===== src/source/neuron_defs.svh =====
`ifndef NEURON_DEFS_SVH
`define NEURON_DEFS_SVH

//////////////////////////////////////////////////////////////////////
// Neuron capacity
//////////////////////////////////////////////////////////////////////

`define NEURON_MAX_INPUTS 50 // Entries in each operand bank.

//////////////////////////////////////////////////////////////////////
// APB register map
//////////////////////////////////////////////////////////////////////

`define ADDR_CTRL     12'h000 // Writing bit 0 starts the neuron.
`define ADDR_STATUS   12'h004 // Bit 0 is busy, bit 1 is done.
`define ADDR_BIAS     12'h008
`define ADDR_COUNT    12'h00C // Number of active inputs.
`define ADDR_RESULT   12'h010
`define ADDR_ACT_BASE 12'h100 // Entry i sits at base plus 4 times i.
`define ADDR_WGT_BASE 12'h200

`endif

===== src/source/neuronPkg.sv =====
package neuronPkg;

	//////////////////////////////////////////////////////////////////////
	// Floating point payload
	//////////////////////////////////////////////////////////////////////

	typedef struct packed {
		logic sign;
		logic [7:0] exponent;
		logic [22:0] mantissa;
	} fp32T;

	//////////////////////////////////////////////////////////////////////
	// APB
	//////////////////////////////////////////////////////////////////////

	typedef struct packed {
		logic sel;
		logic enable;
		logic write;
		logic [11:0] addr;
		logic [31:0] wdata;
	} apbReqT;

	typedef struct packed {
		logic [31:0] rdata;
		logic ready;
		logic slverr;
	} apbRspT;

	// Controller states, in the order the sequence visits them.
	typedef enum logic [2:0] {
		IDLE,
		PRIME,
		RUN,
		DRAIN,
		FINISH
	} ctrlStateT;

endpackage


===== src/source/neuronRegs.sv =====
`timescale 1ns/1ps
`include "neuron_defs.svh"

module neuronRegs
(
	input logic clk,
	input logic rst,
	input neuronPkg::apbReqT req,
	output neuronPkg::apbRspT rsp,
	input logic [5:0] index,
	input logic busy,
	input logic done,
	input logic resultWrite,
	input neuronPkg::fp32T result,
	output logic start,
	output logic [5:0] count,
	output neuronPkg::fp32T bias,
	output neuronPkg::fp32T activation,
	output neuronPkg::fp32T weight
);
	import neuronPkg::*;

	fp32T actBank [`NEURON_MAX_INPUTS];
	fp32T wgtBank [`NEURON_MAX_INPUTS];
	fp32T resultReg;
	logic access;
	logic wrAccess;
	logic wrOk;
	logic [5:0] entry;
	logic hitCtrl;
	logic hitStatus;
	logic hitBias;
	logic hitCount;
	logic hitResult;
	logic hitAct;
	logic hitWgt;
	logic wrError;
	logic slverr;
	logic [31:0] readData;

	assign access = req.sel && req.enable;
	assign wrAccess = access && req.write;
	assign entry = req.addr[7:2];

	assign hitCtrl = (req.addr == `ADDR_CTRL);
	assign hitStatus = (req.addr == `ADDR_STATUS);
	assign hitBias = (req.addr == `ADDR_BIAS);
	assign hitCount = (req.addr == `ADDR_COUNT);
	assign hitResult = (req.addr == `ADDR_RESULT);
	assign hitAct = ((req.addr & 12'hF03) == `ADDR_ACT_BASE) && (entry < `NEURON_MAX_INPUTS);
	assign hitWgt = ((req.addr & 12'hF03) == `ADDR_WGT_BASE) && (entry < `NEURON_MAX_INPUTS);

	// Operands and start are locked while busy; the count must be in range.
	assign wrError = wrAccess && ((busy && (hitBias || hitCount || hitAct || hitWgt
		|| (hitCtrl && req.wdata[0])))
		|| (hitCount && ((req.wdata == 32'd0) || (req.wdata > `NEURON_MAX_INPUTS))));
	assign slverr = (access && !(hitCtrl || hitStatus || hitBias || hitCount || hitResult
		|| hitAct || hitWgt)) || wrError;
	assign wrOk = wrAccess && !slverr;
	assign start = wrOk && hitCtrl && req.wdata[0];

	always_ff @(posedge clk)
	begin
		if (wrOk && hitAct)
			actBank[entry] <= req.wdata;
		if (wrOk && hitWgt)
			wgtBank[entry] <= req.wdata;
		if (wrOk && hitBias)
			bias <= req.wdata;
	end

	always_ff @(posedge clk)
	begin
		if (rst)
		begin
			count <= 6'(`NEURON_MAX_INPUTS);
			resultReg <= '0;
		end
		else
		begin
			if (wrOk && hitCount)
				count <= req.wdata[5:0];
			if (resultWrite)
				resultReg <= result;
		end
	end

	always_comb
	begin
		readData = 32'd0; // CTRL and unmapped addresses read as zero.
		if (hitStatus)
			readData = {30'd0, done, busy};
		else if (hitBias)
			readData = bias;
		else if (hitCount)
			readData = {26'd0, count};
		else if (hitResult)
			readData = resultReg;
		else if (hitAct)
			readData = actBank[entry];
		else if (hitWgt)
			readData = wgtBank[entry];
	end

	assign rsp = '{rdata: readData, ready: 1'b1, slverr: slverr};

	assign activation = actBank[index];
	assign weight = wgtBank[index];

	assert property (@(posedge clk) disable iff (rst) req.enable |-> req.sel)
		else $error("neuronRegs: APB enable without sel.");

endmodule


===== config.mk =====
export PLATFORM = sky130hd
export DESIGN_NAME = neuronRegs
export DESIGN_NICKNAME = d
export VERILOG_FILES = /design/src/source/neuronPkg.sv /design/src/source/neuronRegs.sv
export VERILOG_INCLUDE_DIRS = /design/src /design/src/source
export SDC_FILE = /design/constraint.sdc
export NUM_CORES = 2
export LEC_CHECK = 0
export ABC_AREA = 0
export BUFFER_PORTS_ARGS = -buffer_cell sky130_fd_sc_hd__buf_2
export CORE_AREA = 2 2 502 554
export DETAILED_ROUTE_END_ITERATION = 12
export DIE_AREA = 0 0 504 556
export GPL_TIMING_DRIVEN = 1
export PLACE_DENSITY = 0.71
export SYNTH_ARGS = -nofsm -noshare
export SYNTH_HDL_FRONTEND = slang
export SYNTH_SLANG_ARGS = --single-unit

===== constraint.sdc =====
create_clock -name clk -period 6.9 [get_ports clk]
set_clock_uncertainty 0.1 [all_clocks]
set_input_delay 1.035 -clock clk [delete_from_list [all_inputs] [get_ports clk]]
set_output_delay 1.035 -clock clk [all_outputs]
set_load 0.03 [all_outputs]

Yosys cells after proc, flatten, opt, wreduce, memory -nomap -nowiden
Memories as Yosys holds them, arrays and structs flattened.
Cells that the tools add are included.
Word-level totals
  register bits after elaboration: 70
  bits in latches: 0
  memory bits (writable): 3200
  memory bits (read-only): 0
  input port bits: 90
  output and inout bits: 137
  logic and storage cells: 60
  memories: 2
Cells by class
  add/subtract/negate cells: 0
  multiply operators: 0
  div/mod/pow operators: 0
  $lt $le $gt $ge: 2
  equal/unequal tests: 6
  shifts and indexed selects: 0
  mux-type cells: 10
  bitwise logic cells: 0
  reduce and logical (&&, ||, !) cells: 33
Memory list
  actBank: words 50, width 32, read ports 2, clocked after Yosys merged registers in 0, wr ports 1, RTL line neuronRegs.sv:23  | fp32T actBank [`NEURON_MAX_INPUTS];
  wgtBank: words 50, width 32, read ports 2, clocked after Yosys merged registers in 0, wr ports 1, RTL line neuronRegs.sv:24  | fp32T wgtBank [`NEURON_MAX_INPUTS];
Operators by type and width (count)
  32-bit two-way mux: 6
  32-bit by 6-bit greater-than comparator with 1-bit output, second input constant: 1
  32-bit logical NOT: 1
  12-bit by 4-bit == test with 1-bit output, second input constant: 2
  1-bit logical AND: 16
  1-bit logical OR: 13
  12-bit by 3-bit == test with 1-bit output, second input constant: 1
  12-bit by 5-bit == test with 1-bit output, second input constant: 1
  12-bit logical NOT: 1
  6-bit by 3-bit == test with 1-bit output, second input constant: 1
  6-bit by 4-bit == test with 1-bit output, second input constant: 1
  6-bit < comparator, second input constant: 1
  1-bit two-way mux: 4
  1-bit logical NOT: 2

Depth between registers and ports, before layout
  depth in word-level cells: 15
  mapped depth: 13
  depth with buffers taken out: 7

Worst setup path after synthesis
Ideal clock, no wire load.
  path kind: input -> register
  start point: input req[34] (netlist bit)
  end point: memory actBank[48][0] (netlist bit), enable pin
  arrival time: 5.761 ns
  path slack: 0.538 ns
  stages on the path: 9
  cells stage by stage: buf_2 > buf_4 > buf_4 > buf_4 > buf_4 > buf_4 > buf_4 > or3_1 > nor4_1
Between the ends
  word-level cells in the longest chain between the ends: 15
Ends and longest elaborated chain
  from (decl): RTL line neuronRegs.sv:8  | input neuronPkg::apbReqT req,
  parallel branches: the longest is 15 deep, another holds 6-bit < comparator
  to (decl): RTL line neuronRegs.sv:23
Several ways; the timed one is not identified.

==> qor.csv <==
metric,value,unit
cts_tree,yes,
worst_pin_slew,1.81,ns
tns,-0.372,ns
cts_buffer_depth,4,
ff2ff_path_depth,2,
grt.met3_usage,11.3,%
yosys.area.top_type,edfxtp_1,
crit_path_max_fanout,46,
drc_errors,0,
ant_nets,0,
first_iter_violations,15265,
grt_pass1_wl,703,mm
yosys.area.top_type_share,64.5,%
synth_ff_type,edfxtp_1,
worstSetupStartpoint,req[36],
grt.total_usage,36.8,%
area_growth_syn_to_layout,12.8,%
rsz0062_at_grt,no,
syn_nets,7239,
post_drt_wl_per_cell,44.9,um
timing.slew.headroom,-21.0,%
start_util,54.8,%
drt_wl_total,517,mm
route.vias.total,88316,
finalCritPeriodShare,103,%
syn_inst,7149,
num_rows,202,
cts-root-buf,clkbuf_16,
r2r-start,resultReg[1],
finalSetupViolCount,2,
power_density,259,nW/um^2
antenna_found_initial,45,
num-fill-cells,18754,
cp-start-kind,primary input,
h-tree-depth,5,
rrSetupSlack,5.77,ns
ios,227,
yosysSeqAreaShare,65.0,%
die_w,504,um
drive_above_1_share,38.8,%
hpwlAfterDp,309,mm
synthArstFlopShare,0,%
grt_max_degree,103,
first_pass_iters,6,
fin_ws,-0.237,ns
ys_ff_latch,3270,
crit_type,primary input to output port,
period_minus_slack,7.14,ns
yosys.cell_types.count,60,
outcome,finished with violations,
clkTransAtPathRegs,0.06,ns
worstSetupEndpoint,rsp[14],
slew_viol_final,19,
synth.avg_cell_area,21.1,um^2
die_y,556,um
leakage,53.4,nW
grt_pass1_vias,86733,
synth_area,151000,um^2
place.gp.congestion,0.982,
clock_sinks,3270,
grt_overflow,0,
core,274000,um^2
routed_via_density,7.67,
hold_viol,0,
max_freq,140,MHz
r2r_end,resultReg[1],
cp-end-kind,output port,
place_ws,0.0860,ns
port_buffers,225,
violations,"capacitance limit, slew limit, setup timing",
cap_violations,5,
netlist_top_cells_area,"edfxtp_1 (64%), mux4_2 (26%), mux2i_1 (2.6%)",
use_met2,54.6,%
min_path_type,primary input to flip-flop,
cp.arrival,6.00,ns
holdWs,0.204,ns
gr-max-usage-layer,met2,
clk_latency,0.97,ns
vdd_ir_drop_max,253,uV
ctsHoldBuffers,0,
synth_edf_count,3232,
yosysWarnings,0,
numCtsBuffers,351,
nNetsFinal,7641,
met1_usage,46.3,%
die_area,280000,um^2
crit_required,5.76,ns
layer usage:
metal	wire (um)	up-vias
met2	232000	7627
met1	165000	46669
met4	47800	18
met5	455	-
met3	72500	1681
li1	-	32321
worst max-delay path, cell delays in order:
cell and delay, ns:
buf_8 0.57, and2_2 0.91, buf_4 0.50, a22oi_1 0.15
a21oi_1 1.20, a31oi_1 0.67, a32oi_1 0.57, buf_2 0.28
cell type report:
cell class,instances,area (um^2),share of cell area (%)
diodes,36,90.1,0.0531
well taps,3672,4590,2.71
clock buffers,424,9230,5.43
flip-flops and latches,3270,97800,57.6
clock inverters,191,1890,1.11
multi-input cells,3287,51000,30.0
repair buffers,630,5130,3.02
inverters,11,41.3,0.0243
flip-flops by register name (all words and copies together), names as in the netlist:
signal / count
actBank: 1600
count: 6
wgtBank: 1600
resultReg: 32
bias: 32
cells in the final DEF, fill, tap and decap left out, types with 13 or more instances in the layout:
cell,synthesis,routed
nor2_4,0,87
mux4_2,1767,1767
nand3_1,49,49
o22ai_1,26,26
a21oi_1,114,114
bufinv_16,0,38
o21ai_0,127,126
clkbuf_16,0,358
clkinv_2,0,61
buf_12,0,64
nor2_1,178,86
a221oi_1,25,25
clkbuf_1,274,64
mux2_2,27,27
clkinv_1,0,72
nor3_2,3,13
buf_4,29,373
a22oi_1,100,100
a31oi_1,17,17
nand4_1,13,13
dfxtp_1,38,38
buf_2,157,184
edfxtp_1,3232,3232
a211oi_1,16,16
o211ai_1,71,71
mux2i_1,394,393
nand2_1,179,179
diode_2,0,36
where the power goes:
part           internal (W)  switching, W  leakage (nW)
Combinational       0.00136       0.00222          18.6
Sequential           0.0218     0.0000247          29.3
Clock                0.0109       0.00774          5.45
Total                0.0341       0.00999          53.4
timing repair:
item	CTS	global route
resized for setup	0	0
setup endpoints to repair	0	1
setup buffers	0	0
cells by family (layout without fill, tap and decap cells):
kind of cell	after synthesis	in the layout	synth area share [%]
other	1	37	0.00249
and+or+nand+nor	519	520	1.53
muxes	2188	2188	29.3
DFF	3270	3270	65.0
AOI/OAI and AO/OA	578	578	2.54
buffers and inverters	593	1256	1.70
synth_stat cells (8+ instances only):
cell / count
clkbuf_1: 274
o211ai_1: 71
o21ai_0: 127
a22oi_1: 100
buf_1: 119
nand2b_1: 11
a31oi_1: 17
mux2_2: 27
mux2i_1: 394
o22ai_1: 26
nand4_1: 13
a21oi_1: 114
edfxtp_1: 3232
nor3_1: 21
mux4_2: 1767
and2_1: 8
inv_1: 11
o221ai_1: 11
a221oi_1: 25
nand3_1: 49
nor4_1: 19
nand2_1: 179
nor2b_1: 16
buf_2: 157
nor2_1: 178
dfxtp_1: 38
buf_4: 29
a221o_1: 11
a211oi_1: 16
how the worst min path moves through the flow:
stage,from,endpoint,slack [ns],cells after the start
6_report,result[7],resultReg[7],0.20,3
5_1_grt,result[2],resultReg[2],0.21,3
4_1_cts,result[2],resultReg[2],0.17,3
3_5_place_dp,resultReg[7],resultReg[7],0.40,2
3_3_place_gp,resultReg[7],resultReg[7],0.39,2
2_1_floorplan,resultReg[10],resultReg[10],0.35,2
through the flow:
stage,area [um^2],power (W),util [%],cells
6_report,170000,0.0441,61.9,11521
5_1_grt,170000,0.0449,61.8,11497
2_1_floorplan,151000,0.0243,-,7149
3_5_place_dp,159000,0.0258,57.8,10866
3_3_place_gp,159000,0.0257,57.8,10865
4_1_cts,170000,0.0441,61.8,11481
(Power assumes the default switching activity.)
