<file path="src/source/neuron_defs.svh">
`ifndef NEURON_DEFS_SVH
`define NEURON_DEFS_SVH

//////////////////////////////////////////////////////////////////////
// Neuron capacity
//////////////////////////////////////////////////////////////////////

`define NEURON_MAX_INPUTS 50 // Entries in each operand bank.

//////////////////////////////////////////////////////////////////////
// APB register map
//////////////////////////////////////////////////////////////////////

`define ADDR_CTRL     12'h000 // Writing bit 0 starts the neuron.
`define ADDR_STATUS   12'h004 // Bit 0 is busy, bit 1 is done.
`define ADDR_BIAS     12'h008
`define ADDR_COUNT    12'h00C // Number of active inputs.
`define ADDR_RESULT   12'h010
`define ADDR_ACT_BASE 12'h100 // Entry i sits at base plus 4 times i.
`define ADDR_WGT_BASE 12'h200

`endif
</file>
<file path="src/source/neuronPkg.sv">
package neuronPkg;

	//////////////////////////////////////////////////////////////////////
	// Floating point payload
	//////////////////////////////////////////////////////////////////////

	typedef struct packed {
		logic sign;
		logic [7:0] exponent;
		logic [22:0] mantissa;
	} fp32T;

	//////////////////////////////////////////////////////////////////////
	// APB
	//////////////////////////////////////////////////////////////////////

	typedef struct packed {
		logic sel;
		logic enable;
		logic write;
		logic [11:0] addr;
		logic [31:0] wdata;
	} apbReqT;

	typedef struct packed {
		logic [31:0] rdata;
		logic ready;
		logic slverr;
	} apbRspT;

	// Controller states, in the order the sequence visits them.
	typedef enum logic [2:0] {
		IDLE,
		PRIME,
		RUN,
		DRAIN,
		FINISH
	} ctrlStateT;

endpackage

</file>
<file path="src/source/fpMultiplier.sv">
`timescale 1ns/1ps

module fpMultiplier
(
	input logic clk,
	input logic rst,
	input neuronPkg::fp32T a,
	input neuronPkg::fp32T b,
	output neuronPkg::fp32T product
);
	import neuronPkg::*;

	logic zeroIn;
	logic [47:0] sigProd;
	logic signed [9:0] expSum;
	fp32T prodNext;

	assign zeroIn = (a.exponent == 8'd0) || (b.exponent == 8'd0); // Subnormals act as zero.
	assign sigProd = {1'b1, a.mantissa} * {1'b1, b.mantissa};

	always_comb
	begin
		expSum = $signed({2'b00, a.exponent}) + $signed({2'b00, b.exponent}) - 10'sd127;
		prodNext.sign = a.sign ^ b.sign;
		if (sigProd[47])
		begin
			expSum = expSum + 10'sd1; // Significand product in [2,4) needs one shift.
			prodNext.mantissa = sigProd[46:24];
		end
		else
		begin
			prodNext.mantissa = sigProd[45:23];
		end
		prodNext.exponent = expSum[7:0];

		if (zeroIn || (expSum <= 10'sd0))
		begin
			prodNext.exponent = 8'd0; // Signed zero on underflow.
			prodNext.mantissa = 23'd0;
		end
		else if (expSum >= 10'sd255)
		begin
			prodNext.exponent = 8'hFF; // Saturate to infinity.
			prodNext.mantissa = 23'd0;
		end
	end

	always_ff @(posedge clk)
	begin
		if (rst)
		begin
			product <= '0;
		end
		else
		begin
			product <= prodNext;
		end
	end

	// The accumulator downstream relies on products being normal or exact zero.
	assert property (@(posedge clk) disable iff (rst)
		(product.exponent == 8'd0) |-> (product.mantissa == 23'd0))
		else $error("fpMultiplier: nonzero product carries a zero exponent.");

endmodule

</file>
<file path="config.mk">
export PLATFORM = sky130hd
export DESIGN_NAME = fpMultiplier
export DESIGN_NICKNAME = d
export VERILOG_FILES = /design/src/source/neuron_defs.svh /design/src/source/neuronPkg.sv /design/src/source/fpMultiplier.sv
export SDC_FILE = /design/constraint.sdc
export NUM_CORES = 1
export LEC_CHECK = 0
export BUFFER_PORTS_ARGS = -buffer_cell sky130_fd_sc_hd__buf_2
export CORE_AREA = 3 3 162 204
export DETAILED_ROUTE_END_ITERATION = 16
export DIE_AREA = 0 0 165 207
export GPL_ROUTABILITY_DRIVEN = 0
export PLACE_DENSITY = 0.83
export REMOVE_ABC_BUFFERS = 1
export SLEW_MARGIN = 10
export SYNTH_ARGS = -nofsm -noshare
export SYNTH_HDL_FRONTEND = slang
export SYNTH_SLANG_ARGS = --single-unit
</file>
<file path="constraint.sdc">
create_clock -name clk -period 22.4 [get_ports clk]
set_input_delay 3.36 -clock clk [delete_from_list [all_inputs] [get_ports clk]]
set_output_delay 3.36 -clock clk [all_outputs]
set_load 0.02 [all_outputs]
</file>
Yosys cells after proc, flatten, opt, wreduce, memory -nomap -nowiden. Index checks and enable logic that the tools add are counted.

Multiply operators: 1. Muxes and demuxes: 3. Add/sub/neg operators: 3. Reductions and logical operators: 6. Order comparisons: 2. Bitwise gates (word level): 1.

Operators by type and width (count): $mul A24 B24 Y48 (1); $mux W31 (1); $mux W23 (1); $logic_not A8 Y1 (2); $add A10 B2 Y10 const B (1); $ge A10 B9 Y1 const B (1); $le A10 B1 Y1 const B (1); $mux W10 (1); $sub A9 B7 Y10 const B (1); $add A8 B8 Y9 (1); $reduce_or A3 Y1 (1); $logic_or A1 B1 Y1 (2); $reduce_or A2 Y1 (1); $xor A1 B1 Y1 (1).

Input port bits: 66. Register bits after elaboration: 32. Word-level logic and storage cells: 19. Output and inout port bits: 32.

Depth between registers and ports, before layout.
Word-level depth: 7. Depth in mapped cells: 29. Depth with buffers taken out: 26.

Worst setup path after synthesis. OpenSTA, ideal clock, no wires.

Path kind: input to register. Start: in a[20] in the netlist's numbering. End: reg product[17] in the netlist's numbering. Required time: 22273 ps. Buffers on the path: 2. Arrival: 10060 ps. Cell stages on the path: 26. Path slack: 12213 ps. Cells stage by stage: clkbuf_1 nand2_1 fa_1 inv_1 fa_1 inv_1 fa_1 inv_1 fa_1 fa_1 fa_1 inv_1 fa_1 inv_1 ha_1 a21oi_1 o21ai_1 a221o_1 o21ba_1 a211oi_2 a21oi_1 o2111a_1 maj3_2 o2111ai_2 buf_2 a21oi_1.

Word-level cells in the longest chain between the ends: 5.

Ends and longest elaborated chain: start: declaration (line fpMultiplier.sv:7) `input neuronPkg::fp32T a,`; $mul A24 B24 Y48 * (line fpMultiplier.sv:19) `assign sigProd = {1'b1, a.mantissa} * {1'b1, b.mantissa};`; $mux W10 (line fpMultiplier.sv:25) `if (sigProd[47])`; $le A10 B1 Y1 (line fpMultiplier.sv:36) `if (zeroIn || (expSum <= 10'sd0))`; $logic_or A1 B1 Y1 (line fpMultiplier.sv:36); $reduce_or A3 Y1 (no source line); end signal: assignment (line fpMultiplier.sv:56) `product <= prodNext;`; end: declaration (line fpMultiplier.sv:9) `output neuronPkg::fp32T product`.

Every way passes the cells marked *; elsewhere a longest branch is shown, timed or not. A chain may end at the register's enable or synchronous reset.

Final worst setup path.
Start: in b[8] in the netlist's numbering. End: reg product[18] in the netlist's numbering.

Word-level cells in the longest chain between the ends: 5.

Ends and longest elaborated chain: start: declaration (line fpMultiplier.sv:8) `input neuronPkg::fp32T b,`; $mul A24 B24 Y48 * (line fpMultiplier.sv:19); $mux W10 (line fpMultiplier.sv:25); $le A10 B1 Y1 (line fpMultiplier.sv:36); $logic_or A1 B1 Y1 (line fpMultiplier.sv:36); $reduce_or A3 Y1 (no source line).

Marked as above.

==> flow_results.org <==
** Synth
- In the synthesized netlist the dominant register cell turns out to be sky130_fd_sc_hd__dfxtp_1.
- Top cells by area in the synthesized netlist :: sky130_fd_sc_hd__fa_1, sky130_fd_sc_hd__ha_1, sky130_fd_sc_hd__inv_1
- Most repeated cell in the gate-level netlist after synthesis :: sky130_fd_sc_hd__inv_1
- The netlist uses 71 different library cells.
- Combined area of all synthesized cells :: a little over 0.02 mm²
- Of all flip-flops after synthesis, the portion carrying an async set or reset was 0.
- Most area-hungry cell type in the Yosys netlist :: sky130_fd_sc_hd__fa_1
- Top cells by instance count after synthesis :: sky130_fd_sc_hd__inv_1, sky130_fd_sc_hd__fa_1, sky130_fd_sc_hd__nand2_1
- Number of enable flip-flop cells after synthesis :: 0
- The share of the Yosys chip area taken by registers is 0.0316.
- During synthesis, Yosys emitted a total of 0 warnings.
- Post-Syn Instances :: 2321
- Averaged over all synthesized cells, the footprint is 8.73 µm².
- Counting flops and latches in the post-synthesis netlist gives 32.
- Of the post-synthesis cell area, the dominant cell type holds 0.476.

** Clocking
- After clock tree synthesis, the clock-pin slew on the worst setup and hold paths is 60 ps.
- The tree is rooted in a sky130_fd_sc_hd__clkbuf_16.
- Counting every sink on the clock net gives 32.
- The number of setup buffers added after CTS is 0.
- In this run the deepest clock path goes through 2 buffers.
- Total CTS buffers :: 5
- Post-CTS repair changed the size of 0 cells.
- For this design, the CTS-stage hold fixing added 0 buffers.
- H-tree depth reported by CTS :: 2
- TritonCTS clock tree :: built

** Floorplanning
- Initial Util :: 0.643
- # rows :: between 70 and 80
- 98 I/O pins were placed.
- Die span in y :: 207 µm
- Full die area :: 0.0342 mm²
- Core region area :: 0.0315 mm²
- In this run the horizontal extent of the chip is 165 µm.

** Setup path
- Crit path max fanout :: 30
- Data on the critical path is required at its endpoint by about 23000 ps.
- The critical path is of the in2reg type.
- STA classifies the critical path startpoint as a primary input.
- The worst setup path is captured at a register.
- Data on the critical path arrives at its endpoint at roughly 12000 ps.

** Global routing
- Wire length of the first global-routing pass :: 88.5 mm
- For this run, the total global-route usage over all layers was measured as 0.332.
- Number of antenna violations at the first check in global routing :: 0
- Via count of the first global-routing pass :: approximately 18000
- Remaining global-route overflow :: 0
- Maximum number of pins on one net before global-route repair :: 31

** Timing
- Measured against its own limit, the worst slew margin works out to 0.283.
- Post-route setup TNS :: 0 ps
- Slew at the pin closest to its max-slew limit :: 1080 ps
- For the finished layout, the period the worst path requires is 12130 ps.
- Hold Slack :: 3240 ps
- Once routing completed, OpenROAD measured the worst setup slack at 10270 ps.
- The number of endpoints with negative hold slack in the final report was 0.
- Final clock period utilization by the worst path :: 0.542
- Setup violations remaining at the end of the flow were counted as 0.
- The number of max-slew violations in the final report is 0.
- Fmax achieved :: 82.4 MHz
- RSZ-0062 raised after global routing :: false

** Routing
- Detailed routing placed a total of 26.5 mm of wire on met2.
- Top Layer Used :: met4
- The pre-antenna-repair detailed-routing pass consisted of 8 iterations.
- The routed layout has 16000 vias.
- The detailed router put a total of 17.7 mm of wire on met1.
- Summed over all nets, wire length on met3 after detailed routing comes to 5.07 mm.
- Via density :: 5.84
- Iter 0 DRT Violations :: 1256
- Routed wire length :: 54.3 mm
- The count of nets left with antenna violations once routing finished came out at 0.
- In the routed design, unresolved DRC markers number 0.
- After detailed routing, the average wire length per cell comes to between 15 and 20 µm.

** Placed design
- Post-DP HPWL :: approximately 43 mm
- At the placement stage, the worst setup path has a slack of a little over 10000 ps.
- In this run the tool buffered the top-level ports with 97 buffer cells.
- Once placement finished, the instance area stood at between 0.02 and 0.025 mm².

** Final layout
- Post-Layout Inst Area :: ~0.021 mm²
- Compared with the post-synthesis result, the final layout area differs by 3.94%.
- In the final layout, the share of cells above drive strength 1 is 0.0541.
- Largest register by flop count :: product
- The filler cells instantiated in the layout total 2502.
- The largest registers in the layout are product x32.
- The repair_antennas step left the layout with diodes totalling 0.
- The register with the most flip-flops in the layout has 32 of them.
- Net total in the final layout :: between 3000 and 4000

** Worst hold path
- Worst min-delay path category :: in2reg

** Run status
- Status :: completed

** Run
- The tool flagged a number of max-cap violations equal to 0.
worst paths after layout:
| check | to | from | cells past startpoint |
|---|---|---|---|
| worst min-delay path | product[31] | rst | 2 |
| worst max-delay path | product[18] | b[8] | 25 |
cells by family (layout without fill, tap and decap cells):
group / count (synthesis) / in the layout / synth area share
fa+ha+maj: 668 / 668 / 0.591
xor+xnor: 40 / 40 / 0.0173
compound gates: 191 / 191 / 0.0662
flops: 32 / 32 / 0.0316
simple gates: 714 / 714 / 0.169
buf+inv: 676 / 683 / 0.125
cell usage in the layout, fill, tap and decap left out, types with 14 or more instances in the layout:
master	count
sky130_fd_sc_hd__a21o_1	16
sky130_fd_sc_hd__nor2_1	70
sky130_fd_sc_hd__ha_1	185
sky130_fd_sc_hd__a21oi_1	65
sky130_fd_sc_hd__nand2_1	354
sky130_fd_sc_hd__inv_1	575
sky130_fd_sc_hd__and2_1	217
sky130_fd_sc_hd__fa_1	482
sky130_fd_sc_hd__dfxtp_1	32
sky130_fd_sc_hd__nand3_1	14
sky130_fd_sc_hd__xnor2_1	28
sky130_fd_sc_hd__buf_2	97
sky130_fd_sc_hd__o21ai_0	17
per-layer routing:
layer / global-route usage / vias to the layer above
li1: - / 6872
met1: 0.381 / 7902
met2: 0.549 / 894
met3: 0.0662 / 325
met4: 0.238 / 0
met5: 0 / -
area by class of cell:
type	count	area [µm²]	area share
Clock inverter	3	42.5	0.00202
Multi-Input combinational cell	1613	17100	0.811
Clock buffer	5	125	0.00594
Timing Repair Buffer	98	493	0.0234
Sequential cell	32	641	0.0304
Tap cell	412	515	0.0245
Inverter	577	2170	0.103
critical path, cell delays in order:
cell,delay (ps)
sky130_fd_sc_hd__buf_2,400
sky130_fd_sc_hd__clkinv_1,570
sky130_fd_sc_hd__nor2_1,520
sky130_fd_sc_hd__fa_1,520
sky130_fd_sc_hd__fa_1,520
sky130_fd_sc_hd__inv_1,50
sky130_fd_sc_hd__fa_1,480
sky130_fd_sc_hd__inv_1,50
sky130_fd_sc_hd__fa_1,410
sky130_fd_sc_hd__fa_1,480
sky130_fd_sc_hd__fa_1,570
sky130_fd_sc_hd__inv_1,60
sky130_fd_sc_hd__fa_1,480
sky130_fd_sc_hd__inv_1,40
sky130_fd_sc_hd__ha_1,300
sky130_fd_sc_hd__nand4_1,130
sky130_fd_sc_hd__nor2_1,60
sky130_fd_sc_hd__a31oi_1,160
sky130_fd_sc_hd__nand3_1,190
sky130_fd_sc_hd__o21ai_1,370
sky130_fd_sc_hd__nand3_1,250
sky130_fd_sc_hd__nand2_1,800
sky130_fd_sc_hd__a41oi_2,330
sky130_fd_sc_hd__o2111ai_2,940
sky130_fd_sc_hd__o21ba_1,250
through the flow:
step,std cells,utilization
floorplan,2222,-
global placement,2732,0.663
finish,2740,0.669
CTS,2740,0.669
detailed placement,2732,0.663
global route,2740,0.669
Power is left out: the tool's default activity adds up to more than one toggle a clock period on the data nets, which glitch-free logic cannot reach.
