File: src/source/neuron_defs.svh
`ifndef NEURON_DEFS_SVH
`define NEURON_DEFS_SVH

//////////////////////////////////////////////////////////////////////
// Neuron capacity
//////////////////////////////////////////////////////////////////////

`define NEURON_MAX_INPUTS 50 // Entries in each operand bank.

//////////////////////////////////////////////////////////////////////
// APB register map
//////////////////////////////////////////////////////////////////////

`define ADDR_CTRL     12'h000 // Writing bit 0 starts the neuron.
`define ADDR_STATUS   12'h004 // Bit 0 is busy, bit 1 is done.
`define ADDR_BIAS     12'h008
`define ADDR_COUNT    12'h00C // Number of active inputs.
`define ADDR_RESULT   12'h010
`define ADDR_ACT_BASE 12'h100 // Entry i sits at base plus 4 times i.
`define ADDR_WGT_BASE 12'h200

`endif
File: src/source/neuronPkg.sv
package neuronPkg;

	//////////////////////////////////////////////////////////////////////
	// Floating point payload
	//////////////////////////////////////////////////////////////////////

	typedef struct packed {
		logic sign;
		logic [7:0] exponent;
		logic [22:0] mantissa;
	} fp32T;

	//////////////////////////////////////////////////////////////////////
	// APB
	//////////////////////////////////////////////////////////////////////

	typedef struct packed {
		logic sel;
		logic enable;
		logic write;
		logic [11:0] addr;
		logic [31:0] wdata;
	} apbReqT;

	typedef struct packed {
		logic [31:0] rdata;
		logic ready;
		logic slverr;
	} apbRspT;

	// Controller states, in the order the sequence visits them.
	typedef enum logic [2:0] {
		IDLE,
		PRIME,
		RUN,
		DRAIN,
		FINISH
	} ctrlStateT;

endpackage

File: src/source/neuronControl.sv
`timescale 1ns/1ps

module neuronControl
(
	input logic clk,
	input logic rst,
	input logic start,
	input logic last,
	input neuronPkg::fp32T product,
	input neuronPkg::fp32T bias,
	output logic counterLoad,
	output logic counterEnable,
	output logic busy,
	output logic done,
	output logic resultWrite,
	output neuronPkg::fp32T result
);
	import neuronPkg::*;

	ctrlStateT state;
	ctrlStateT stateNext;
	logic productValid;
	logic accClear;
	logic accEnable;
	fp32T acc;
	fp32T accSum;

	always_comb
	begin
		stateNext = state;
		case (state)
			IDLE: if (start) stateNext = PRIME;
			PRIME: stateNext = RUN;
			RUN: if (last) stateNext = DRAIN;
			DRAIN: stateNext = FINISH;
			FINISH: stateNext = IDLE;
			default: stateNext = IDLE;
		endcase
	end

	always_ff @(posedge clk)
	begin
		if (rst)
		begin
			state <= IDLE;
			productValid <= 1'b0;
			done <= 1'b0;
		end
		else
		begin
			state <= stateNext;
			productValid <= (state == RUN); // Multiplier output is one cycle behind.
			if (start)
				done <= 1'b0;
			else if (state == FINISH)
				done <= 1'b1;
		end
	end

	assign counterLoad = (state == PRIME);
	assign counterEnable = (state == RUN);
	assign busy = (state != IDLE);
	assign resultWrite = (state == FINISH);
	assign accClear = (state == PRIME);
	assign accEnable = productValid;

	//////////////////////////////////////////////////////////////////////
	// Accumulator
	//////////////////////////////////////////////////////////////////////

	fpAdder adder0 (.a(acc), .b(product), .sum(accSum));

	always_ff @(posedge clk)
	begin
		if (accClear)
			acc <= bias; // Summation starts at the bias.
		else if (accEnable)
			acc <= accSum;
	end

	assign result = acc.sign ? '0 : acc; // Rectified linear output.

	assert property (@(posedge clk) disable iff (rst) start |-> (state == IDLE))
		else $error("neuronControl: start received while not idle.");

endmodule

File: src/source/fpAdder.sv
`timescale 1ns/1ps

module fpAdder
(
	input neuronPkg::fp32T a,
	input neuronPkg::fp32T b,
	output neuronPkg::fp32T sum
);
	import neuronPkg::*;

	fp32T opA;
	fp32T opB;
	fp32T opBig;
	fp32T opSmall;
	logic [7:0] expDiff;
	logic [26:0] sigBig;
	logic [26:0] sigSmall;
	logic [27:0] sigSum;
	logic [4:0] leadZeros;
	logic [27:0] sigNorm;
	logic signed [9:0] expRes;

	assign opA = (a.exponent == 8'd0) ? '0 : a; // Flush subnormals.
	assign opB = (b.exponent == 8'd0) ? '0 : b;

	//////////////////////////////////////////////////////////////////////
	// Order and align
	//////////////////////////////////////////////////////////////////////

	always_comb
	begin
		if ({opA.exponent, opA.mantissa} >= {opB.exponent, opB.mantissa})
		begin
			opBig = opA;
			opSmall = opB;
		end
		else
		begin
			opBig = opB;
			opSmall = opA;
		end
	end

	assign expDiff = opBig.exponent - opSmall.exponent;

	// Hidden bit, fraction and three guard bits.
	assign sigBig = {opBig.exponent != 8'd0, opBig.mantissa, 3'b000};
	assign sigSmall = {opSmall.exponent != 8'd0, opSmall.mantissa, 3'b000} >> expDiff;

	assign sigSum = (opBig.sign == opSmall.sign) ? {1'b0, sigBig} + {1'b0, sigSmall}
		: {1'b0, sigBig} - {1'b0, sigSmall};

	//////////////////////////////////////////////////////////////////////
	// Normalize
	//////////////////////////////////////////////////////////////////////

	always_comb
	begin
		leadZeros = 5'd28;
		for (int i = 0; i < 28; i++)
		begin
			if (sigSum[i])
			begin
				leadZeros = 5'(27 - i); // The highest set bit wins.
			end
		end
	end

	assign sigNorm = sigSum << leadZeros;
	assign expRes = $signed({2'b00, opBig.exponent}) + 10'sd1 - $signed({5'b00000, leadZeros});

	always_comb
	begin
		sum.sign = opBig.sign;
		sum.exponent = expRes[7:0];
		sum.mantissa = sigNorm[26:4]; // Guard bits are truncated.
		if (sigSum == 28'd0)
		begin
			sum = '0; // Exact cancellation gives positive zero.
		end
		else if (expRes <= 10'sd0)
		begin
			sum.exponent = 8'd0;
			sum.mantissa = 23'd0;
		end
		else if (expRes >= 10'sd255)
		begin
			sum.exponent = 8'hFF;
			sum.mantissa = 23'd0;
		end
	end

endmodule

File: config.mk
export PLATFORM = sky130hd
export DESIGN_NAME = neuronControl
export DESIGN_NICKNAME = d
export VERILOG_FILES = /design/src/source/neuron_defs.svh /design/src/source/neuronPkg.sv /design/src/source/neuronControl.sv /design/src/source/fpAdder.sv
export SDC_FILE = /design/constraint.sdc
export NUM_CORES = 1
export LEC_CHECK = 0
export BUFFER_PORTS_ARGS = -buffer_cell sky130_fd_sc_hd__buf_4
export CAP_MARGIN = 5
export CORE_MARGIN = 5
export CORE_UTILIZATION = 35
export DETAILED_ROUTE_END_ITERATION = 8
export PLACE_DENSITY = 0.59
export SETUP_SLACK_MARGIN = 0.1
export SLEW_MARGIN = 20
export SYNTH_ARGS = -nofsm -noshare
export SYNTH_HDL_FRONTEND = slang
export SYNTH_SLANG_ARGS = --single-unit
File: constraint.sdc
create_clock -name clk -period 24.1 [get_ports clk]
set_input_delay 0 -clock clk [delete_from_list [all_inputs] [get_ports clk]]
set_output_delay 0 -clock clk [all_outputs]
set_load 0.1 [all_outputs]
-- After elaboration in Yosys (flattened, before gate mapping)
Index checks and enable logic that the tools add are counted.
- eq/ne operators: 7
- shift-type cells: 2
- $lt $le $gt $ge: 3
- divide/modulo/power cells: 0
- mux-type cells: 43
- multiply operators: 0
- $add $sub $neg: 5
- reductions and logical operators: 10
- bitwise gates (word level): 0
- operators by type and width (operator ; number):
    32-bit two-way mux ; 6
    31-bit two-way mux ; 4
    5-bit two-way mux ; 16
    4-bit two-way mux ; 8
    31-bit >= comparator ; 1
    27-bit by 27-bit adder with 28-bit output ; 1
    28-bit zero test ; 1
    28-bit two-way mux ; 1
    28-bit by 5-bit left shift with 27-bit output ; 1
    27-bit by 27-bit subtractor with 28-bit output ; 1
    27-bit by 8-bit right shift with 27-bit output ; 1
    3-bit two-way mux ; 6
    8-bit zero test ; 2
    8-bit nonzero test ; 2
    3-bit one-hot mux with 4 select lines ; 1
    10-bit by 9-bit >= comparator with 1-bit output, second input constant ; 1
    10-bit by 1-bit less-or-equal comparator with 1-bit output, second input constant ; 1
    10-bit by 6-bit subtractor with 10-bit output ; 1
    8-bit by 1-bit adder with 9-bit output, second input constant ; 1
    8-bit subtractor ; 1
    3-bit by 2-bit equality test with 1-bit output, second input constant ; 2
    2-bit inequality test, second input constant ; 2
    3-bit by 1-bit equality test with 1-bit output, second input constant ; 1
    3-bit equality test, second input constant ; 1
    7 further kinds ; 7
- logic and storage cells: 76
- latch bits: 0
- bits in writable memories: 0
- output and inout bits: 37
- register bits after elaboration: 37
- memories: 0
- input bits: 68
- bits in read-only memories: 0

-- Logic depth before layout (Yosys ltp)
- word-level depth: 43
- gate-level depth with buffers: 73
- depth with buffers taken out: 64

-- Hierarchy
A second synthesis with hierarchy kept.
- cells, all modules: 1641
- area total of the unflattened synthesis: 11477.3 µm²
- modules (own cells, without submodules) (module ; cells an instance ; times used ; area an instance (µm²) ; seq. area each (µm²)):
    fpAdder ; 1517 ; 1 ; 9684.3 ; 0.0
    neuronControl ; 124 ; 1 ; 1793.0 ; 1061.0

-- Worst setup path after synthesis
OpenSTA, ideal clock, no wires.
- path kind: reg2reg
- start point: register acc[28] (netlist bit)
- end point: register acc[12] (netlist bit) (data pin)
- arrival: 12.603 ns
- data required time: 23.965 ns
- setup time: 0.135 ns
- buffers on the path: 10
- setup slack: 11.362 ns
- stages on the path, launching flop included: 65
- clock period less this slack: 12.738 ns
- path through: edfxtp_1 -> or4_1 -> or4b_1 -> clkbuf_1 -> clkbuf_1 -> nand2_1 -> inv_1 -> ha_1 -> nand2_1 -> o21a_1 -> o221ai_1 -> o2111ai_1 -> buf_4 -> a211oi_2 -> nor2_1 -> ha_1 -> clkbuf_1 -> buf_1 -> [29 not listed] -> inv_1 -> fa_1 -> a21o_1 -> a21oi_1 -> nor2b_1 -> nor2_1 -> nor3_1 -> a21oi_1 -> o22ai_1 -> nand4_1 -> o22ai_1 -> and2_1 -> a211oi_1 -> nand2_1 -> or3_1 -> o21ai_0 -> o221ai_1 -> nand2_1
- cells in the longest elaborated chain, start to end: 43
- elaborated cells between the ends (all ways): 52
- classes of those cells: add/sub: 5; order compare: 3; eq/ne: 1; shift: 2; mux: 37; reduce/logical: 4
- RTL lines (item ; line ; text):
    start, declared ; neuronControl.sv:25 ; fp32T acc;
    start signal, assigned ; neuronControl.sv:76 ; acc <= bias;
    start signal, assigned ; neuronControl.sv:78 ; acc <= accSum;
    8-bit zero test ; fpAdder.sv:23 ; assign opA = (a.exponent == 8'd0) ? '0 : a;
    32-bit two-way mux * ; fpAdder.sv:23 ;
    31-bit >= comparator ; fpAdder.sv:32 ; if ({opA.exponent, opA.mantissa} >= {opB.exponent, opB.mantissa})
    32-bit two-way mux ; fpAdder.sv:32 ;
    8-bit subtractor / 8-bit nonzero test (equally long branches) ; fpAdder.sv:44, fpAdder.sv:48 ;
    27-bit by 8-bit right shift with 27-bit output ; fpAdder.sv:48 ; assign sigSmall = {opSmall.exponent != 8'd0, opSmall.mantissa, 3'b000} >> expDiff;
    27-bit by 27-bit subtractor with 28-bit output / 27-bit by 27-bit adder with 28-bit output (equally long branches) ; fpAdder.sv:51, fpAdder.sv:50 ;
    28-bit two-way mux ; fpAdder.sv:50 ; assign sigSum = (opBig.sign == opSmall.sign) ? {1'b0, sigBig} + {1'b0, sigSmall}
    [12 not listed] ; -- ;
    5-bit two-way mux (16 in series) ; fpAdder.sv:62 ; if (sigSum[i])
    10-bit by 6-bit subtractor with 10-bit output ; fpAdder.sv:70 ; assign expRes = $signed({2'b00, opBig.exponent}) + 10'sd1 - $signed({5'b00000, leadZeros});
    10-bit by 9-bit >= comparator with 1-bit output ; fpAdder.sv:86 ; else if (expRes >= 10'sd255)
    31-bit two-way mux ; fpAdder.sv:86 ;
    31-bit two-way mux ; fpAdder.sv:81 ; else if (expRes <= 10'sd0)
    31-bit two-way mux * ; fpAdder.sv:77 ; if (sigSum == 28'd0)
    32-bit two-way mux * ; neuronControl.sv:77 ; else if (accEnable)
    32-bit two-way mux * ; neuronControl.sv:75 ; if (accClear)
Every way passes the cells marked *; elsewhere a longest branch is shown, timed or not. The select of a mux whose other input is x is not followed.
A chain may end at the register's enable or synchronous reset.

-- Worst setup path after layout
- start point: register acc[27] (netlist bit)
- end point: register acc[7] (netlist bit) (data pin)
The elaborated chain is that of the path after synthesis.

==> summary.txt <==
Yosys
  • Synth Instances: 1670
  • Syn Nets: 1828
  • Mean post-synth cell area: 6.868 um^2
  • Synth unique cells: 110
  • Ys flop type: edfxtp_1
  • Seq/Total Area, Yosys: 0.09251
  • EDFF count, synth: 32
  • Synth warn: 0
  • Synth Register Bits: 37
  • Ys async rst share: 0
  • Mapped Area: 11470 um^2

STA
  • Final-report setup violation count: 0
  • Fin. Hold Viols: 1
  • RSZ-0062 raised after global routing: no
  • Clock Skew: around 0.010 ns
  • Hold slack: -0.001512 ns
  • Least-Margin Pin Slew: 1.255 ns
  • Period utilisation layout: 0.6819
  • TNS Setup: 0 ns
  • Post-route minimum period: 16.43 ns
  • Max Slew Vio Count: 0
  • FMAX: 0.06085 GHz
  • Worst rel slew slack: 0.1566

Cells and area
  • Final #Nets: 1844
  • FF+latch area: approximately 1100 um^2
  • Fill count: about 3400
  • Area of the multi-input gates: 9603 um^2
  • # diodes: 0
  • Area Overhead vs Synth: 10.29%
  • Share of post-route cells with drive strength above 1: 0.1280

Detailed routing
  • Wl on met1: 20260 um
  • DR vias/cell: between 6 and 7
  • Highest Signal Layer: met4
  • Post-route ant nets: 0
  • DR iter-0 viols: 1518
  • First-pass DRT Iterations: 6
  • DR vias: 13267
  • Met2 Wirelength: 20720 um
  • Met3 wire length: 3682 um
  • Remaining DRCs: 0
  • Routed len/inst: 21.85 um
  • Routed WL: between 40000 and 50000 um

Setup path
  • Worst Path Required: 24.25 ns
  • Worst Path Class, Setup: register to register
  • CP startpoint: acc[27]$_DFFE_PP_
  • Worst R2R Path Depth: a little under 60
  • Setup slack, reg-to-reg: 7.67 ns
  • Crit Path Max Fanout: 52
  • Worst setup endpoint: acc[7]$_DFFE_PP_
  • Slowest stage delay, CP: 0.89 ns
  • Reg-to-reg startpoint: acc[27]$_DFFE_PP_
  • CP Launch Type: register
  • RR Endpoint: acc[7]$_DFFE_PP_
  • Most common cell on crit path: a21oi_1
  • Slowest cell on crit path: or4b_1
  • Worst EP arrival: ~17 ns
  • Crit. End Element: register

GRT
  • First-pass GRT wire length: 71800 um
  • Largest net degree at the start of global routing: between 90 and 100
  • Tot GR Track Use: 0.2447
  • Remaining Overflow, GRT: 0
  • Initial antenna violation count: 2
  • Vias in the first global route: ~12000

Floorplan
  • Cell Rows: 66
  • Chip width: around 190 um
  • Die Area: between 30000 and 40000 um^2
  • Initial Utilization: 0.3534
  • Die Y: 191.0 um
  • Core Footprint: around 32000 um^2
  • Io pins: about 110

Run
  • Max-cap violations: 0

Clock tree
  • Clock root cell: clkbuf_16
  • CTS tree: yes
  • PostCTS Resize Cnt: 0
  • H-tree levels: 2
  • Clk sink count: 37
  • Worst-skew pair later-pin latency: 0.29 ns
  • Clk slew on worst S/H paths: 0.06 ns
  • Clk buf depth: 2
  • CTS buffer count: 5

Placed design
  • GP Congestion: 1.028
  • HPWL Detailed: between 30000 and 40000 um
  • Buffers added on ports: 103

Run status
  • Violated checks: hold timing
  • Outcome: complete, but fails checks

Hold path
  • Hold Crit Class: primary input to register
  • Min-delay src: bias[12]
==> worst max-delay path, delay by kind of cell, from the launching register on <==
family / cells / cell delay, ns
AOI/OAI and AO/OA: 24 / 5.39
adders and majority gates: 5 / 1.38
buffers and inverters: 7 / 1.84
DFF: 1 / 0.48
muxes: 1 / 0.24
and+or+nand+nor: 21 / 6.90
==> metal layers <==
metal	GRT usage	vias up
met5	0	-
met2	0.3961	670
met1	0.3421	6271
met3	0.02502	98
li1	-	6228
met4	0.07873	0
==> kinds of logic after synthesis <==
group,count (synthesis),share of synthesized area
fa+ha+maj,90,0.09949
compound gates,543,0.3249
mux,105,0.09981
other cells,1,0.0003269
buf+inv,204,0.07440
flops,37,0.09251
xor+xnor,29,0.02214
simple gates,661,0.2865
==> Yosys cell counts (all sizes together) (8+ instances only) <==
cell type	n	share of area
nor2	135	0.045
nor4	14	0.0093
nand2b	26	0.014
o221ai	8	0.0061
a22oi	11	0.0072
nand4	24	0.013
and2	25	0.014
o21ai	126	0.056
a22o	13	0.0099
o22ai	14	0.0082
and3	12	0.0070
a21oi	130	0.057
or3	22	0.012
nand3	51	0.022
a21boi	10	0.0072
a31oi	13	0.0071
inv	87	0.028
a211oi	35	0.024
nor3b	10	0.0065
mux2i	81	0.071
a21o	30	0.020
o21a	8	0.0052
o31ai	17	0.011
nor3	62	0.030
or4	8	0.0052
edfxtp	32	0.084
xor2	13	0.0099
nand2	204	0.067
mux2	19	0.019
nor2b	45	0.025
clkbuf	76	0.025
o211ai	22	0.015
ha	88	0.096
buf	40	0.021
or2	10	0.0055
o2111ai	10	0.0082
xnor2	16	0.012
o21bai	12	0.0088
==> placed cells by master (no fill, tap or decap), types with 9 or more instances in the layout <==
cell      count
nand2_1     201
nor2_1      133
a21oi_1     130
o21ai_0     121
buf_4       118
ha_1         87
inv_1        82
mux2i_1      81
nor3_1       55
nand3_1      51
nor2b_1      45
a211oi_1     32
edfxtp_1     32
a21o_1       30
nand2b_1     26
nand4_1      24
and2_1       23
or3_1        22
o211ai_1     20
o31ai_1      17
mux2_2       16
xnor2_1      15
a31oi_1      13
o22ai_1      13
a22o_1       13
xor2_1       12
nor4_1       11
o21bai_1     11
a22oi_1      11
and3_1       11
or2_2        10
nor3b_1       9
==> worst min path at each step <==
stage                                end  slack (ns)  depth (start not counted)
floorplan           accEnable$_SDFF_PP0_        0.07                          1
global placement       done$_SDFFE_PP0P_        0.18                          2
detailed placement     done$_SDFFE_PP0P_        0.18                          2
CTS                    acc[12]$_DFFE_PP_       0.002                          3
global route           acc[23]$_DFFE_PP_        0.01                          2
finish                 acc[12]$_DFFE_PP_      -0.002                          3
==> flip-flops by register name, summed over array words and instances (netlist names) <==
signal     count
accEnable      1
acc           32
state          3
done           1
==> area by class of cell <==
class / instances / area share
inverter: 88 / 0.02611
clock inverter: 3 / 0.001682
multi-input combinational: 1429 / 0.7592
tap: 442 / 0.04372
timing repair buffer: 125 / 0.07557
clock buffer: 5 / 0.009891
sequential: 37 / 0.08388
==> repair_timing <==
item                      4_1_cts  5_1_grt
hold endpoints to repair        9        0
setup buffers                   0        0
hold buffers                    7        0
==> per-stage QoR <==
| step | setup slack (ns) | util | hold slack (ns) | area [um^2] | std cells |
|---|---|---|---|---|---|
| after floorplan | 11.36 | - | 0.07161 | 11470 | 1670 |
| after global placement | 8.157 | 0.3831 | 0.1763 | 12430 | 2114 |
| after detailed placement | 8.293 | 0.3831 | 0.1792 | 12430 | 2114 |
| after CTS | 8.225 | 0.3898 | 0.001893 | 12650 | 2129 |
| after global routing | 6.587 | 0.3898 | 0.009587 | 12650 | 2129 |
| final | 7.665 | 0.3898 | -0.001512 | 12650 | 2129 |
Power is left out: the tool's default activity adds up to more than one toggle a clock period on the data nets, which glitch-free logic cannot reach.
